## src/rtl/video_consts.svh

```systemverilog
`ifndef VIDEO_CONSTS_SVH
`define VIDEO_CONSTS_SVH

// ======================================
// Frame timing
// ======================================
`define H_ACTIVE    16
`define H_TOTAL     24
`define HS_START    18
`define HS_END      22
`define V_ACTIVE    8
`define V_TOTAL     12
`define VS_START    9
`define VS_END      11
// Raster count to video_out latency
`define PIPE_DELAY  2

// Tiles are 4x4, map is 8x2 tiles
`define TILE_SHIFT  2
`define MAP_COLS    8
`define MAP_ROWS    2

// Field widths
`define H_BITS      5
`define V_BITS      4
`define ROW_BITS    3
`define ADDR_BITS   4
`define INDEX_BITS  4
`define SCROLL_BITS 5
`define RGB_BITS    24

`endif

```

## src/rtl/video_pkg.sv

```systemverilog
`include "video_consts.svh"

package video_pkg;

    // Host write targets
    typedef enum logic [1:0] {
        HOST_TILE    = 2'd0,
        HOST_PALETTE = 2'd1,
        HOST_SCROLL  = 2'd2,
        HOST_BGCOLOR = 2'd3
    } host_target_e;

    typedef struct packed {
        logic                   wren;
        host_target_e           target;
        logic [`ADDR_BITS-1:0]  addr;
        logic [`RGB_BITS-1:0]   data;
    } host_write_t;

    // One-cycle pulse asking for a row to be built
    typedef struct packed {
        logic                   strobe;
        logic [`ROW_BITS-1:0]   row;
    } row_request_t;

    typedef struct packed {
        logic                   wren;
        logic [`ADDR_BITS-1:0]  addr;
        logic [`INDEX_BITS-1:0] index;
    } pixel_write_t;

    typedef struct packed {
        logic                   de;
        logic                   hs;
        logic                   vs;
        logic [`RGB_BITS-1:0]   rgb;
    } video_out_t;

    typedef enum logic {
        RENDER_IDLE,
        RENDER_ROW
    } render_state_e;

endpackage : video_pkg

```

## src/rtl/row_renderer.sv

```systemverilog
`include "video_consts.svh"

module row_renderer (
    input  logic                    clk,
    input  logic                    reset,
    input  video_pkg::host_write_t  host,
    input  video_pkg::row_request_t request,
    output video_pkg::pixel_write_t pixel
);

    import video_pkg::*;

    // Palette index per tile
    logic [`INDEX_BITS-1:0]  tile_map [`MAP_COLS*`MAP_ROWS];
    logic [`SCROLL_BITS-1:0] scroll;

    render_state_e           state;
    logic [`ADDR_BITS-1:0]   col;
    logic [`ROW_BITS-1:0]    row;

    logic [`SCROLL_BITS-1:0] map_x;
    logic [`ADDR_BITS-1:0]   tile_addr;

    // ======================================
    // Host registers
    // ======================================
    always_ff @(posedge clk) begin
        if (reset) begin
            scroll <= '0;
            for (int i = 0; i < `MAP_COLS*`MAP_ROWS; i++) begin
                tile_map[i] <= '0;
            end
        end else if (host.wren) begin
            if (host.target == HOST_TILE) begin
                tile_map[host.addr] <= host.data[`INDEX_BITS-1:0];
            end
            if (host.target == HOST_SCROLL) begin
                scroll <= host.data[`SCROLL_BITS-1:0];
            end
        end
    end

    // ======================================
    // Render FSM
    // ======================================
    always_ff @(posedge clk) begin
        if (reset) begin
            state <= RENDER_IDLE;
            col   <= '0;
            row   <= '0;
        end else begin
            case (state)
                RENDER_IDLE: begin
                    if (request.strobe) begin
                        state <= RENDER_ROW;
                        col   <= '0;
                        row   <= request.row;
                    end
                end
                RENDER_ROW: begin
                    col <= col + 1'b1;
                    // Last pixel of the row
                    if (col == `H_ACTIVE - 1) begin
                        state <= RENDER_IDLE;
                    end
                end
                default: begin
                    state <= RENDER_IDLE;
                end
            endcase
        end
    end

    // Scrolled x wraps at 32 through the 5-bit add
    assign map_x = {1'b0, col} + scroll;

    // Map row times MAP_COLS plus map column
    assign tile_addr = {row[`ROW_BITS-1:`TILE_SHIFT], map_x[`SCROLL_BITS-1:`TILE_SHIFT]};

    assign pixel.wren  = (state == RENDER_ROW);
    assign pixel.addr  = col;
    assign pixel.index = tile_map[tile_addr];

endmodule : row_renderer

```

## src/rtl/row_buffer.sv

```systemverilog
`include "video_consts.svh"

module row_buffer (
    input  logic                    clk,
    input  logic                    reset,
    input  logic                    swap,
    input  video_pkg::pixel_write_t pixel,
    input  logic [`ADDR_BITS-1:0]   rd_addr,
    output logic [`INDEX_BITS-1:0]  rd_index
);

    // Front bank is scanned out, back bank is rendered into
    logic [`INDEX_BITS-1:0] bank [2][`H_ACTIVE];
    logic                   front;

    always_ff @(posedge clk) begin
        if (reset) begin
            front    <= 1'b0;
            rd_index <= '0;
            for (int b = 0; b < 2; b++) begin
                for (int a = 0; a < `H_ACTIVE; a++) begin
                    bank[b][a] <= '0;
                end
            end
        end else begin
            if (swap) begin
                front <= ~front;
            end
            if (pixel.wren) begin
                bank[~front][pixel.addr] <= pixel.index;
            end
            // Read sees the bank selected before this edge's swap
            rd_index <= bank[front][rd_addr];
        end
    end

endmodule : row_buffer

```

## src/rtl/scanout.sv

```systemverilog
`include "video_consts.svh"

module scanout (
    input  logic                    clk,
    input  logic                    reset,
    input  video_pkg::host_write_t  host,
    output video_pkg::row_request_t request,
    output logic                    swap,
    output logic [`ADDR_BITS-1:0]   rd_addr,
    input  logic [`INDEX_BITS-1:0]  rd_index,
    output video_pkg::video_out_t   video
);

    import video_pkg::*;

    logic [`H_BITS-1:0]   h_count;
    logic [`V_BITS-1:0]   v_count;
    logic [`V_BITS-1:0]   row_ahead;

    logic                 de_raw;
    logic                 hs_raw;
    logic                 vs_raw;
    logic                 de_d1;
    logic                 hs_d1;
    logic                 vs_d1;

    logic [`RGB_BITS-1:0] palette [1 << `INDEX_BITS];
    logic [`RGB_BITS-1:0] bg_color;
    logic [`RGB_BITS-1:0] color;

    // ======================================
    // Raster counters
    // ======================================
    always_ff @(posedge clk) begin
        if (reset) begin
            h_count <= '0;
            v_count <= '0;
        end else if (h_count == `H_TOTAL - 1) begin
            h_count <= '0;
            if (v_count == `V_TOTAL - 1) begin
                v_count <= '0;
            end else begin
                v_count <= v_count + 1'b1;
            end
        end else begin
            h_count <= h_count + 1'b1;
        end
    end

    // Row two lines ahead, wrapping into the next frame
    always_comb begin
        if (v_count >= `V_TOTAL - 2) begin
            row_ahead = v_count - `V_BITS'(`V_TOTAL - 2);
        end else begin
            row_ahead = v_count + `V_BITS'(2);
        end
    end

    // Swap at end of active pixels; request only visible rows
    assign swap           = (h_count == `H_ACTIVE);
    assign request.strobe = swap && (row_ahead < `V_ACTIVE);
    assign request.row    = row_ahead[`ROW_BITS-1:0];
    assign rd_addr        = h_count[`ADDR_BITS-1:0];

    // ======================================
    // Timing flags
    // ======================================
    assign de_raw = (h_count < `H_ACTIVE) && (v_count < `V_ACTIVE);
    assign hs_raw = (h_count >= `HS_START) && (h_count < `HS_END);
    assign vs_raw = (v_count >= `VS_START) && (v_count < `VS_END);

    // Stage one lines up with the buffer read
    always_ff @(posedge clk) begin
        if (reset) begin
            de_d1 <= 1'b0;
            hs_d1 <= 1'b0;
            vs_d1 <= 1'b0;
        end else begin
            de_d1 <= de_raw;
            hs_d1 <= hs_raw;
            vs_d1 <= vs_raw;
        end
    end

    // ======================================
    // Palette and output stage
    // ======================================
    always_ff @(posedge clk) begin
        if (reset) begin
            bg_color <= '0;
            for (int i = 0; i < (1 << `INDEX_BITS); i++) begin
                palette[i] <= '0;
            end
        end else if (host.wren) begin
            if (host.target == HOST_PALETTE) begin
                palette[host.addr] <= host.data;
            end
            if (host.target == HOST_BGCOLOR) begin
                bg_color <= host.data;
            end
        end
    end

    // Index 0 shows the background colour
    assign color = (rd_index == '0) ? bg_color : palette[rd_index];

    always_ff @(posedge clk) begin
        if (reset) begin
            video <= '0;
        end else begin
            video.de  <= de_d1;
            video.hs  <= hs_d1;
            video.vs  <= vs_d1;
            video.rgb <= de_d1 ? color : '0;
        end
    end

endmodule : scanout

```

## src/rtl/video_core.sv

```systemverilog
`include "video_consts.svh"

module video_core (
    input  logic                   clk,
    input  logic                   reset,
    input  video_pkg::host_write_t host,
    output video_pkg::video_out_t  video
);

    import video_pkg::*;

    // ======================================
    // Interconnect
    // ======================================
    row_request_t           request;
    pixel_write_t           pixel;
    logic                   swap;
    logic [`ADDR_BITS-1:0]  rd_addr;
    logic [`INDEX_BITS-1:0] rd_index;

    // ======================================
    // Submodules
    // ======================================
    row_renderer u_row_renderer (
        .clk     (clk),
        .reset   (reset),
        .host    (host),
        .request (request),
        .pixel   (pixel)
    );

    row_buffer u_row_buffer (
        .clk      (clk),
        .reset    (reset),
        .swap     (swap),
        .pixel    (pixel),
        .rd_addr  (rd_addr),
        .rd_index (rd_index)
    );

    scanout u_scanout (
        .clk      (clk),
        .reset    (reset),
        .host     (host),
        .request  (request),
        .swap     (swap),
        .rd_addr  (rd_addr),
        .rd_index (rd_index),
        .video    (video)
    );

endmodule : video_core

```

## config.mk

```make
export PLATFORM = sky130hd
export DESIGN_NAME = video_core
export DESIGN_NICKNAME = d
export VERILOG_FILES = /design/src/rtl/video_pkg.sv /design/src/rtl/row_renderer.sv /design/src/rtl/row_buffer.sv /design/src/rtl/scanout.sv /design/src/rtl/video_core.sv
export VERILOG_INCLUDE_DIRS = /design/src /design/src/rtl
export SDC_FILE = /design/constraint.sdc
export NUM_CORES = 1
export LEC_CHECK = 0
export BUFFER_PORTS_ARGS = -buffer_cell sky130_fd_sc_hd__buf_2
export CAP_MARGIN = 20
export CELL_PAD_IN_SITES_DETAIL_PLACEMENT = 0
export CELL_PAD_IN_SITES_GLOBAL_PLACEMENT = 1
export CORE_ASPECT_RATIO = 0.6
export CORE_UTILIZATION = 55
export DETAILED_ROUTE_END_ITERATION = 12
export PLACE_DENSITY = 0.92
export SYNTH_ARGS = -nofsm -noshare
export SYNTH_HDL_FRONTEND = slang
export SYNTH_SLANG_ARGS = --single-unit
```

## constraint.sdc

```tcl
create_clock -name clk -period 9 [get_ports clk]
set_clock_uncertainty 0.1 [all_clocks]
set_input_delay 0.9 -clock clk [delete_from_list [all_inputs] [get_ports clk]]
set_output_delay 0.9 -clock clk [all_outputs]
set_load 0.01 [all_outputs]
```

==> impl_metrics.csv, run 1 <==
group,metric,value,unit
synthesis,synth_area_per_cell,14.4,sq um
synthesis,synth_seq_cells,632,
die,ioPinCount,60,
grt,grt_overflow,0,
power,intPower,4.74,mW
die,coreArea,0.0501,sq mm
worst_setup_path,cp.depth,7,
finish,final_area,0.0309,sq mm
worst_setup_path,cp.buffers_inverters,0,
clocking,htree_levels,2,
power,switching_power,1.42,mW
route,avgViaCountPerCell,6.23,
grt,grt_max_degree,63,
worst_setup_path,cp_slowest_stage_delay,0.79,ns
grt,track_usage,28.2,%
worst_setup_path,worstPathMaxFanout,32,
power,power,6.16,mW
power,clockPowerShare,37.2,%
route,finalWirelength,72500,um
worst_setup_path,path_cells,"ha_1 -> nand2_1 -> nand3_2 -> mux2i_1 -> a2111oi_0 -> or4_1 -> and2_1",
route,firstDrtPassIters,6,
worst_setup_path,r2r_cells,7,
sta,setup_viol,0,
die,dieWidth,295,um
clocking,clockBufferDepth,3,
clocking,clk_latency,0.61,ns
grt,grt_pass1_wl,106000,um
sta,rsz0062_at_grt,"false",
clocking,post_cts_hold_buffer_count,0,
grt,met3_usage,9.08,%
worst_setup_path,endpoint,"u_row_buffer.bank[1][47]$_DFFE_PP_",
sta,fmax,0.196,GHz
grt,grt_use_met1,41.4,%
die,rows,63,
synthesis,yosysWarnings,0,
placement,dpl.hpwl,44900,um
sta,slew_viol_final,0,
finish,final_util,61.6,%
power,power.density,200,mW/mm^2
placement,placed_area,0.0291,sq mm
clocking,cts_tree,"built",
worst_setup_path,crit_required,9.23,ns
synthesis,synth-async-reset-ratio,0,%
finish,nets,1999,
status,outcome,"complete, no violations",
clocking,path_clk_slew,0.07,ns
worst_setup_path,end_kind,"register",
sta,fin_crit,5.11,ns
min_path,min_path_type,"register to register",
worst_setup_path,r2r_slack,3.89,ns
sta,period_share,56.7,%
clocking,cts_made_buffers,55,
grt,grt_pass1_vias,16400,
power,p_sw_share,23.0,%
worst_setup_path,worstReg2RegStart,"u_row_renderer.col[2]$_SDFFE_PP0P_",
route,ant_nets,0,
sta,relSlewSlack,29.4,%
clocking,cts-resized-gates,0,
route,drc,0,
route,wl_per_cell,27.0,um
power,pwr-share-seq,54.9,%
worst_setup_path,worst_path_max_delay_cell,"a2111oi_0",
synthesis,netlist_area,0.0283,sq mm
finish,area_delta_synth_final,9.19,%
worst_setup_path,cp.arrival,5.34,ns
sta,hold_viol,0,
clocking,cts_setup_buffers,0,
die,die_h,178,um
die,start_util,56.5,%
flow_run,maxCapViolCount,0,
power,p_leak,10.9,nW
placement,port_buffers,59,
synthesis,synthFlopType,"edfxtp_1",
clocking,cts_root_buf,"clkbuf_16",
power,p_comb_share,7.9,%
grt,met2_usage,41.0,%
synthesis,ys_seq_area_share,64.3,%
worst_setup_path,startpoint,"u_row_renderer.col[2]$_SDFFE_PP0P_",
die,die_area,0.0523,sq mm
synthesis,synth_edf_count,552,
synthesis,synth.net_count,2005,
worst_setup_path,crit_family,"simple AND/OR/NAND/NOR gates",
route,drtIter0Drc,2125,
worst_setup_path,start_kind,"register",
finish,drive_gt1_share,18.4,%
grt,grt-busiest-layer,"met1",
sta,setup_tns,0,ns
worst_setup_path,critPathKind,"register to register",
route,vias,16700,
grt,antenna_found_initial,10,
synthesis,post_synth_num_cell_types,48,
clocking,clkSinkCount,632,
placement,place_congestion,0.888,
worst_setup_path,r2r_end,"u_row_buffer.bank[1][47]$_DFFE_PP_",
power,vdd_drop_max,0.000147,V
synthesis,syn_inst,1958,
sta,worst_slew_pin_slew,1.03,ns
==> per-layer routing <==
metal / up-vias / routed length, um / part of all wire, %
met1: 8463 / 30500 / 42
met4: 12 / 1520 / 2.1
met5: - / 69 / 0.095
li1: 7174 / - / -
met2: 951 / 31500 / 44
met3: 126 / 8870 / 12
==> cells in the final DEF (no fill, tap or decap), drive strengths merged, types with 14 or more instances in the layout <==
cell type  instances
or2               34
a21oi             71
clkinv            24
mux4             136
o211a             24
buf               93
nand2             98
clkbuf            71
ha                14
and4              17
mux2i             52
a2111oi           32
edfxtp           552
and2             457
nand2b            23
nor2b             18
nor2             124
dfxtp             80
==> state kept, by name, indices dropped and copies added (netlist names), named ones only <==
register	flops
u_row_renderer.col	4
u_scanout.palette	360
u_scanout.h_count	5
u_scanout.hs_d1	1
u_row_renderer.row	1
u_scanout.v_count	4
u_row_renderer.scroll	5
u_row_renderer.tile_map	64
u_row_renderer.state	1
u_row_buffer.bank	128
u_scanout.de_d1	1
u_scanout.bg_color	24
u_scanout.video	27
u_scanout.vs_d1	1
u_row_buffer.front	1
u_row_buffer.rd_index	4
==> Yosys cell counts (3+ instances only) <==
library cell	number	area (sq um)
nor3_1	6	30.0
mux2i_1	52	521
inv_1	10	37.5
and4_1	13	114
mux4_2	136	3060
buf_1	19	71.3
nand3_1	11	55.1
dfxtp_1	80	1600
a31oi_1	3	18.8
buf_2	11	55.1
nand3b_1	3	22.5
nor2_1	124	465
nand2_1	98	368
a311oi_1	3	26.3
and4_2	4	40.0
edfxtp_1	552	16600
or4_1	4	30.0
a2111oi_0	32	280
buf_6	4	45.0
or2_2	33	206
o211a_1	24	240
nor2b_1	18	113
xnor2_1	4	35.0
clkbuf_1	122	458
a21oi_1	71	355
ha_1	14	175
and2_1	457	2860
nand2b_1	23	144
==> power groups by stage <==
| stage | sequential [mW] | combinational, mW | clock [mW] |
|---|---|---|---|
| final | 3.38 | 0.485 | 2.29 |
| after global routing | 3.39 | 0.508 | 2.41 |
| after CTS | 3.38 | 0.479 | 2.30 |
| after detailed placement | 3.44 | 0.477 | 0 |
| after global placement | 3.44 | 0.460 | 0 |
| after floorplan | 3.41 | 0.319 | 0 |
==> kinds of logic after synthesis <==
group           synth area share (%)
buf+inv                         2.36
compound gates                  3.53
mux                             12.7
xor+xnor                       0.244
flops                           64.3
fa+ha+maj                      0.620
simple gates                    16.2
==> cell type report <==
type / count / area, sq um
inverter: 10 / 37.5
sequential: 632 / 18200
clock inverter: 29 / 241
tap: 682 / 853
antenna: 7 / 17.5
multi-input combinational: 1160 / 9470
clock buffer: 71 / 1460
fill: 3602 / 19200
timing repair buffer: 93 / 589
==> through the flow <==
step	cells	worst slack, ns	hold WS [ns]
4_1_cts	2676	3.93	0.359
5_1_grt	2679	3.54	0.374
3_3_place_gp	2573	3.96	0.341
3_5_place_dp	2576	3.95	0.348
2_1_floorplan	1958	5.66	0.314
6_report	2684	3.89	0.357
==> worst reg2reg max path: cells and delay by family, from the launching register on <==
family                     cells  cell delay (ns)
DFF                            1             0.70
muxes                          1             0.31
AOI/OAI and AO/OA              1             0.79
adders and majority gates      1             0.40
and+or+nand+nor                4             2.52
==> how the worst min path moves through the flow <==
| stage | start | end | depth (start not counted) |
|---|---|---|---|
| after CTS | u_scanout.bg_color[18]$_SDFFE_PP0P_ | u_scanout.bg_color[18]$_SDFFE_PP0P_ | 2 |
| after detailed placement | u_scanout.vs_d1$_SDFF_PP0_ | u_scanout.video[24]$_SDFF_PP0_ | 1 |
| after global routing | u_scanout.vs_d1$_SDFF_PP0_ | u_scanout.video[24]$_SDFF_PP0_ | 1 |
| final | u_scanout.hs_d1$_SDFF_PP0_ | u_scanout.video[25]$_SDFF_PP0_ | 1 |
| after global placement | u_scanout.bg_color[7]$_SDFFE_PP0P_ | u_scanout.bg_color[7]$_SDFFE_PP0P_ | 2 |
| after floorplan | u_scanout.vs_d1$_SDFF_PP0_ | u_scanout.video[24]$_SDFF_PP0_ | 1 |
Note: power is estimated with default switching activity, not from simulation.
==> run 2, diff against run 1 <==
--- a/config.mk
+++ b/config.mk
@@ -6,14 +6,15 @@
 export SDC_FILE = /design/constraint.sdc
 export NUM_CORES = 1
 export LEC_CHECK = 0
+export ABC_AREA = 1
 export BUFFER_PORTS_ARGS = -buffer_cell sky130_fd_sc_hd__buf_2
 export CAP_MARGIN = 20
 export CELL_PAD_IN_SITES_DETAIL_PLACEMENT = 0
 export CELL_PAD_IN_SITES_GLOBAL_PLACEMENT = 1
 export CORE_ASPECT_RATIO = 0.6
-export CORE_UTILIZATION = 55
+export CORE_UTILIZATION = 45
 export DETAILED_ROUTE_END_ITERATION = 12
-export PLACE_DENSITY = 0.92
+export PLACE_DENSITY = 0.86
 export SYNTH_ARGS = -nofsm -noshare
 export SYNTH_HDL_FRONTEND = slang
 export SYNTH_SLANG_ARGS = --single-unit
==> constraint.sdc (replaced) <==
create_clock -name clk -period 4.55 [get_ports clk]
set_clock_uncertainty 0.1 [all_clocks]
set_input_delay 0.455 -clock clk [delete_from_list [all_inputs] [get_ports clk]]
set_output_delay 0.455 -clock clk [all_outputs]
set_load 0.01 [all_outputs]
==> run 2 against run 1 <==
  * Die area is 20% higher
  * Register-to-register slack worse by 3.0 ns
  * Clock power rose by 120%
  * Via count increased by 27%
  * Core utilization fell by 11 points
  * Synthesized cell count rose by 40%
  * Cell count up 35%
  * First-iteration DRC count up 38%
  * Critical path depth is 3 higher
  * Non-clock buffer count is 27 higher
  * Global-route usage fell by 2.6 points
  * Largest power group unchanged
==> impl_metrics.csv, run 2 <==
group,metric,value,unit
route,wl_per_cell,22.4,um
sta,setup_tns,0,ns
die,dieWidth,323,um
grt,grt_max_degree,88,
synthesis,synth_edf_count,552,
finish,area_delta_synth_final,11.2,%
sta,fin_crit,3.63,ns
synthesis,netlist_area,0.0278,sq mm
clocking,clkSinkCount,632,
placement,dpl.hpwl,52100,um
die,die_h,194,um
die,ioPinCount,60,
worst_setup_path,end_kind,"register",
clocking,clockBufferDepth,3,
grt,antenna_found_initial,9,
power,p_leak,11.5,nW
sta,slew_viol_final,0,
worst_setup_path,crit_required,4.81,ns
min_path,min_path_type,"input port to register",
route,drtIter0Drc,2932,
finish,layout_common_cells,"nor2_1 (746), edfxtp_1 (552), o21ai_0 (305), nand2_1 (296), nand3_1 (150)",
clocking,clk_latency,0.62,ns
finish,largest-register,"u_scanout.palette",
sta,worst_slew_pin_slew,1.12,ns
synthesis,synth_top_area_share,59.7,%
synthesis,synthFlopType,"edfxtp_1",
synthesis,yosysWarnings,0,
power,vdd_drop_max,0.000295,V
grt,grt_pass1_wl,121000,um
synthesis,synth_area_per_cell,10.1,sq um
sta,hold_viol,0,
route,firstDrtPassIters,6,
route,drc,0,
worst_setup_path,r2r_slack,0.92,ns
sta,relSlewSlack,24.7,%
route,avgViaCountPerCell,5.89,
clocking,path_clk_slew,0.06,ns
finish,largestRegisters,"u_scanout.palette (360), u_row_buffer.bank (128), u_row_renderer.tile_map (64)",
placement,place_congestion,0.867,
grt,grt_pass1_vias,19500,
synthesis,yosysMostFrequentCell,"nor2_1",
synthesis,ys_top_cells_by_count,"nor2_1 (749), edfxtp_1 (552), o21ai_0 (305), nand2_1 (296), clkbuf_1 (165)",
synthesis,synth.net_count,2797,
sta,period_share,79.8,%
clocking,cts_made_buffers,58,
finish,nets,2780,
synthesis,synth_top_cell_by_area,"edfxtp_1",
sta,rsz0062_at_grt,"false",
synthesis,synth-async-reset-ratio,0,%
clocking,htree_levels,2,
placement,port_buffers,59,
synthesis,ys_seq_area_share,65.4,%
clocking,cts-resized-gates,0,
die,die_area,0.0628,sq mm
route,ant_nets,0,
sta,holdWs,0.0141,ns
die,start_util,45.6,%
flow_run,maxCapViolCount,0,
route,vias,21300,
grt,track_usage,25.6,%
finish,largest_register_ffs,360,
status,outcome,"complete, no violations",
worst_setup_path,r2r_cells,10,
power,power.density,414,mW/mm^2
sta,fmax,0.275,GHz
grt,grt_overflow,0,
synthesis,post_synth_num_cell_types,41,
die,coreArea,0.0610,sq mm
worst_setup_path,worstPathMaxFanout,33,
worst_setup_path,critPathKind,"register to register",
synthesis,syn_inst,2750,
sta,setup_viol,0,
worst_setup_path,cp.arrival,3.89,ns
clocking,cts_setup_buffers,0,
clocking,post_cts_hold_buffer_count,5,
synthesis,synth_seq_cells,632,
finish,final_common_cell,"nor2_1",
clocking,cts_root_buf,"clkbuf_16",
worst_setup_path,start_kind,"register",
die,rows,70,
synthesis,yosys-top-cells-area,"edfxtp_1 (60%), nor2_1 (10%), dfxtp_1 (5.8%)",
min_path,hold_depth,3,
clocking,cts_tree,"built",
finish,drive_gt1_share,9.02,%
route,finalWirelength,81100,um
-- run 2: cell types whose count changed after synthesis, sizes merged, moves of 52 or more --
cell	delta
and2	-457
inv	+127
mux2i	-52
mux4	-136
nand2	+205
nand3	+152
nor2	+625
o21ai	+309
o22ai	+68
-- run 2: critical path, cell delays in order (launching register included) --
cell and delay [ns]:
dfxtp_1 0.47, ha_1 0.34, inv_1 0.10, nand3_2 0.51
nand2_4 0.55, nand2_1 0.11, nand3_1 0.08, nand3_1 0.09
nand3_1 0.22, nand3_4 0.30, inv_1 0.49
-- run 2: final timing paths --
path,start,end
worst max-delay path,u_row_renderer.col[2]$_SDFFE_PP0P_,u_row_buffer.bank[1][29]$_DFFE_PP_
worst min register to register,u_scanout.vs_d1$_SDFF_PP0_,u_scanout.video[24]$_SDFF_PP0_
worst max register to register,u_row_renderer.col[2]$_SDFFE_PP0P_,u_row_buffer.bank[1][29]$_DFFE_PP_
worst min-delay path,host[3],u_scanout.bg_color[3]$_SDFFE_PP0P_
-- run 2: area by class of cell --
type	instances	area, sq um
Antenna cell	6	15.0
Clock buffer	76	1590
Clock inverter	34	353
Fill cell	5384	30100
Inverter	140	531
Multi-Input combinational cell	1781	8260
Sequential cell	632	18200
Tap cell	828	1040
Timing Repair Buffer	120	925
-- run 2: kinds of logic (layout without fill, tap and decap cells) --
logic type | Yosys count | in the layout | share of synthesized area, %
flops | 632 | 632 | 65.4
xor+xnor | 2 | 2 | 0.0631
simple gates | 1244 | 1244 | 18.5
buf+inv | 337 | 370 | 4.90
other cells | 0 | 6 | 0
fa+ha+maj | 14 | 14 | 0.630
compound gates | 521 | 521 | 10.5
-- run 2: stage by stage --
| stage | power (mW) | instances | worst slack (ns) | utilization, % | area, sq um |
|---|---|---|---|---|---|
| floorplan | 7.43 | 2750 | 1.80 | - | 27800 |
| global placement | 7.85 | 3490 | 1.15 | 47.2 | 28800 |
| detailed placement | 7.89 | 3495 | 0.969 | 47.4 | 28900 |
| CTS | 12.8 | 3610 | 0.965 | 50.6 | 30900 |
| global route | 13.2 | 3613 | 0.604 | 50.7 | 30900 |
| finish | 12.8 | 3617 | 0.920 | 50.7 | 30900 |
-- run 2: per-layer routing --
metal	GRT usage, %	vias to the layer above	wire length (um)	share of wire [%]
li1	-	9446	-	-
met1	39.5	10400	35200	43
met2	33.8	1321	32800	40
met3	9.22	115	11700	14
met4	5.69	10	1360	1.7
met5	0	-	62	0.076
-- run 2: where the power goes --
part | internal [mW] | total, mW | switching [mW]
registers | 6.57 | 6.69 | 0.121
clock network | 2.76 | 4.99 | 2.23
logic | 0.287 | 1.12 | 0.834
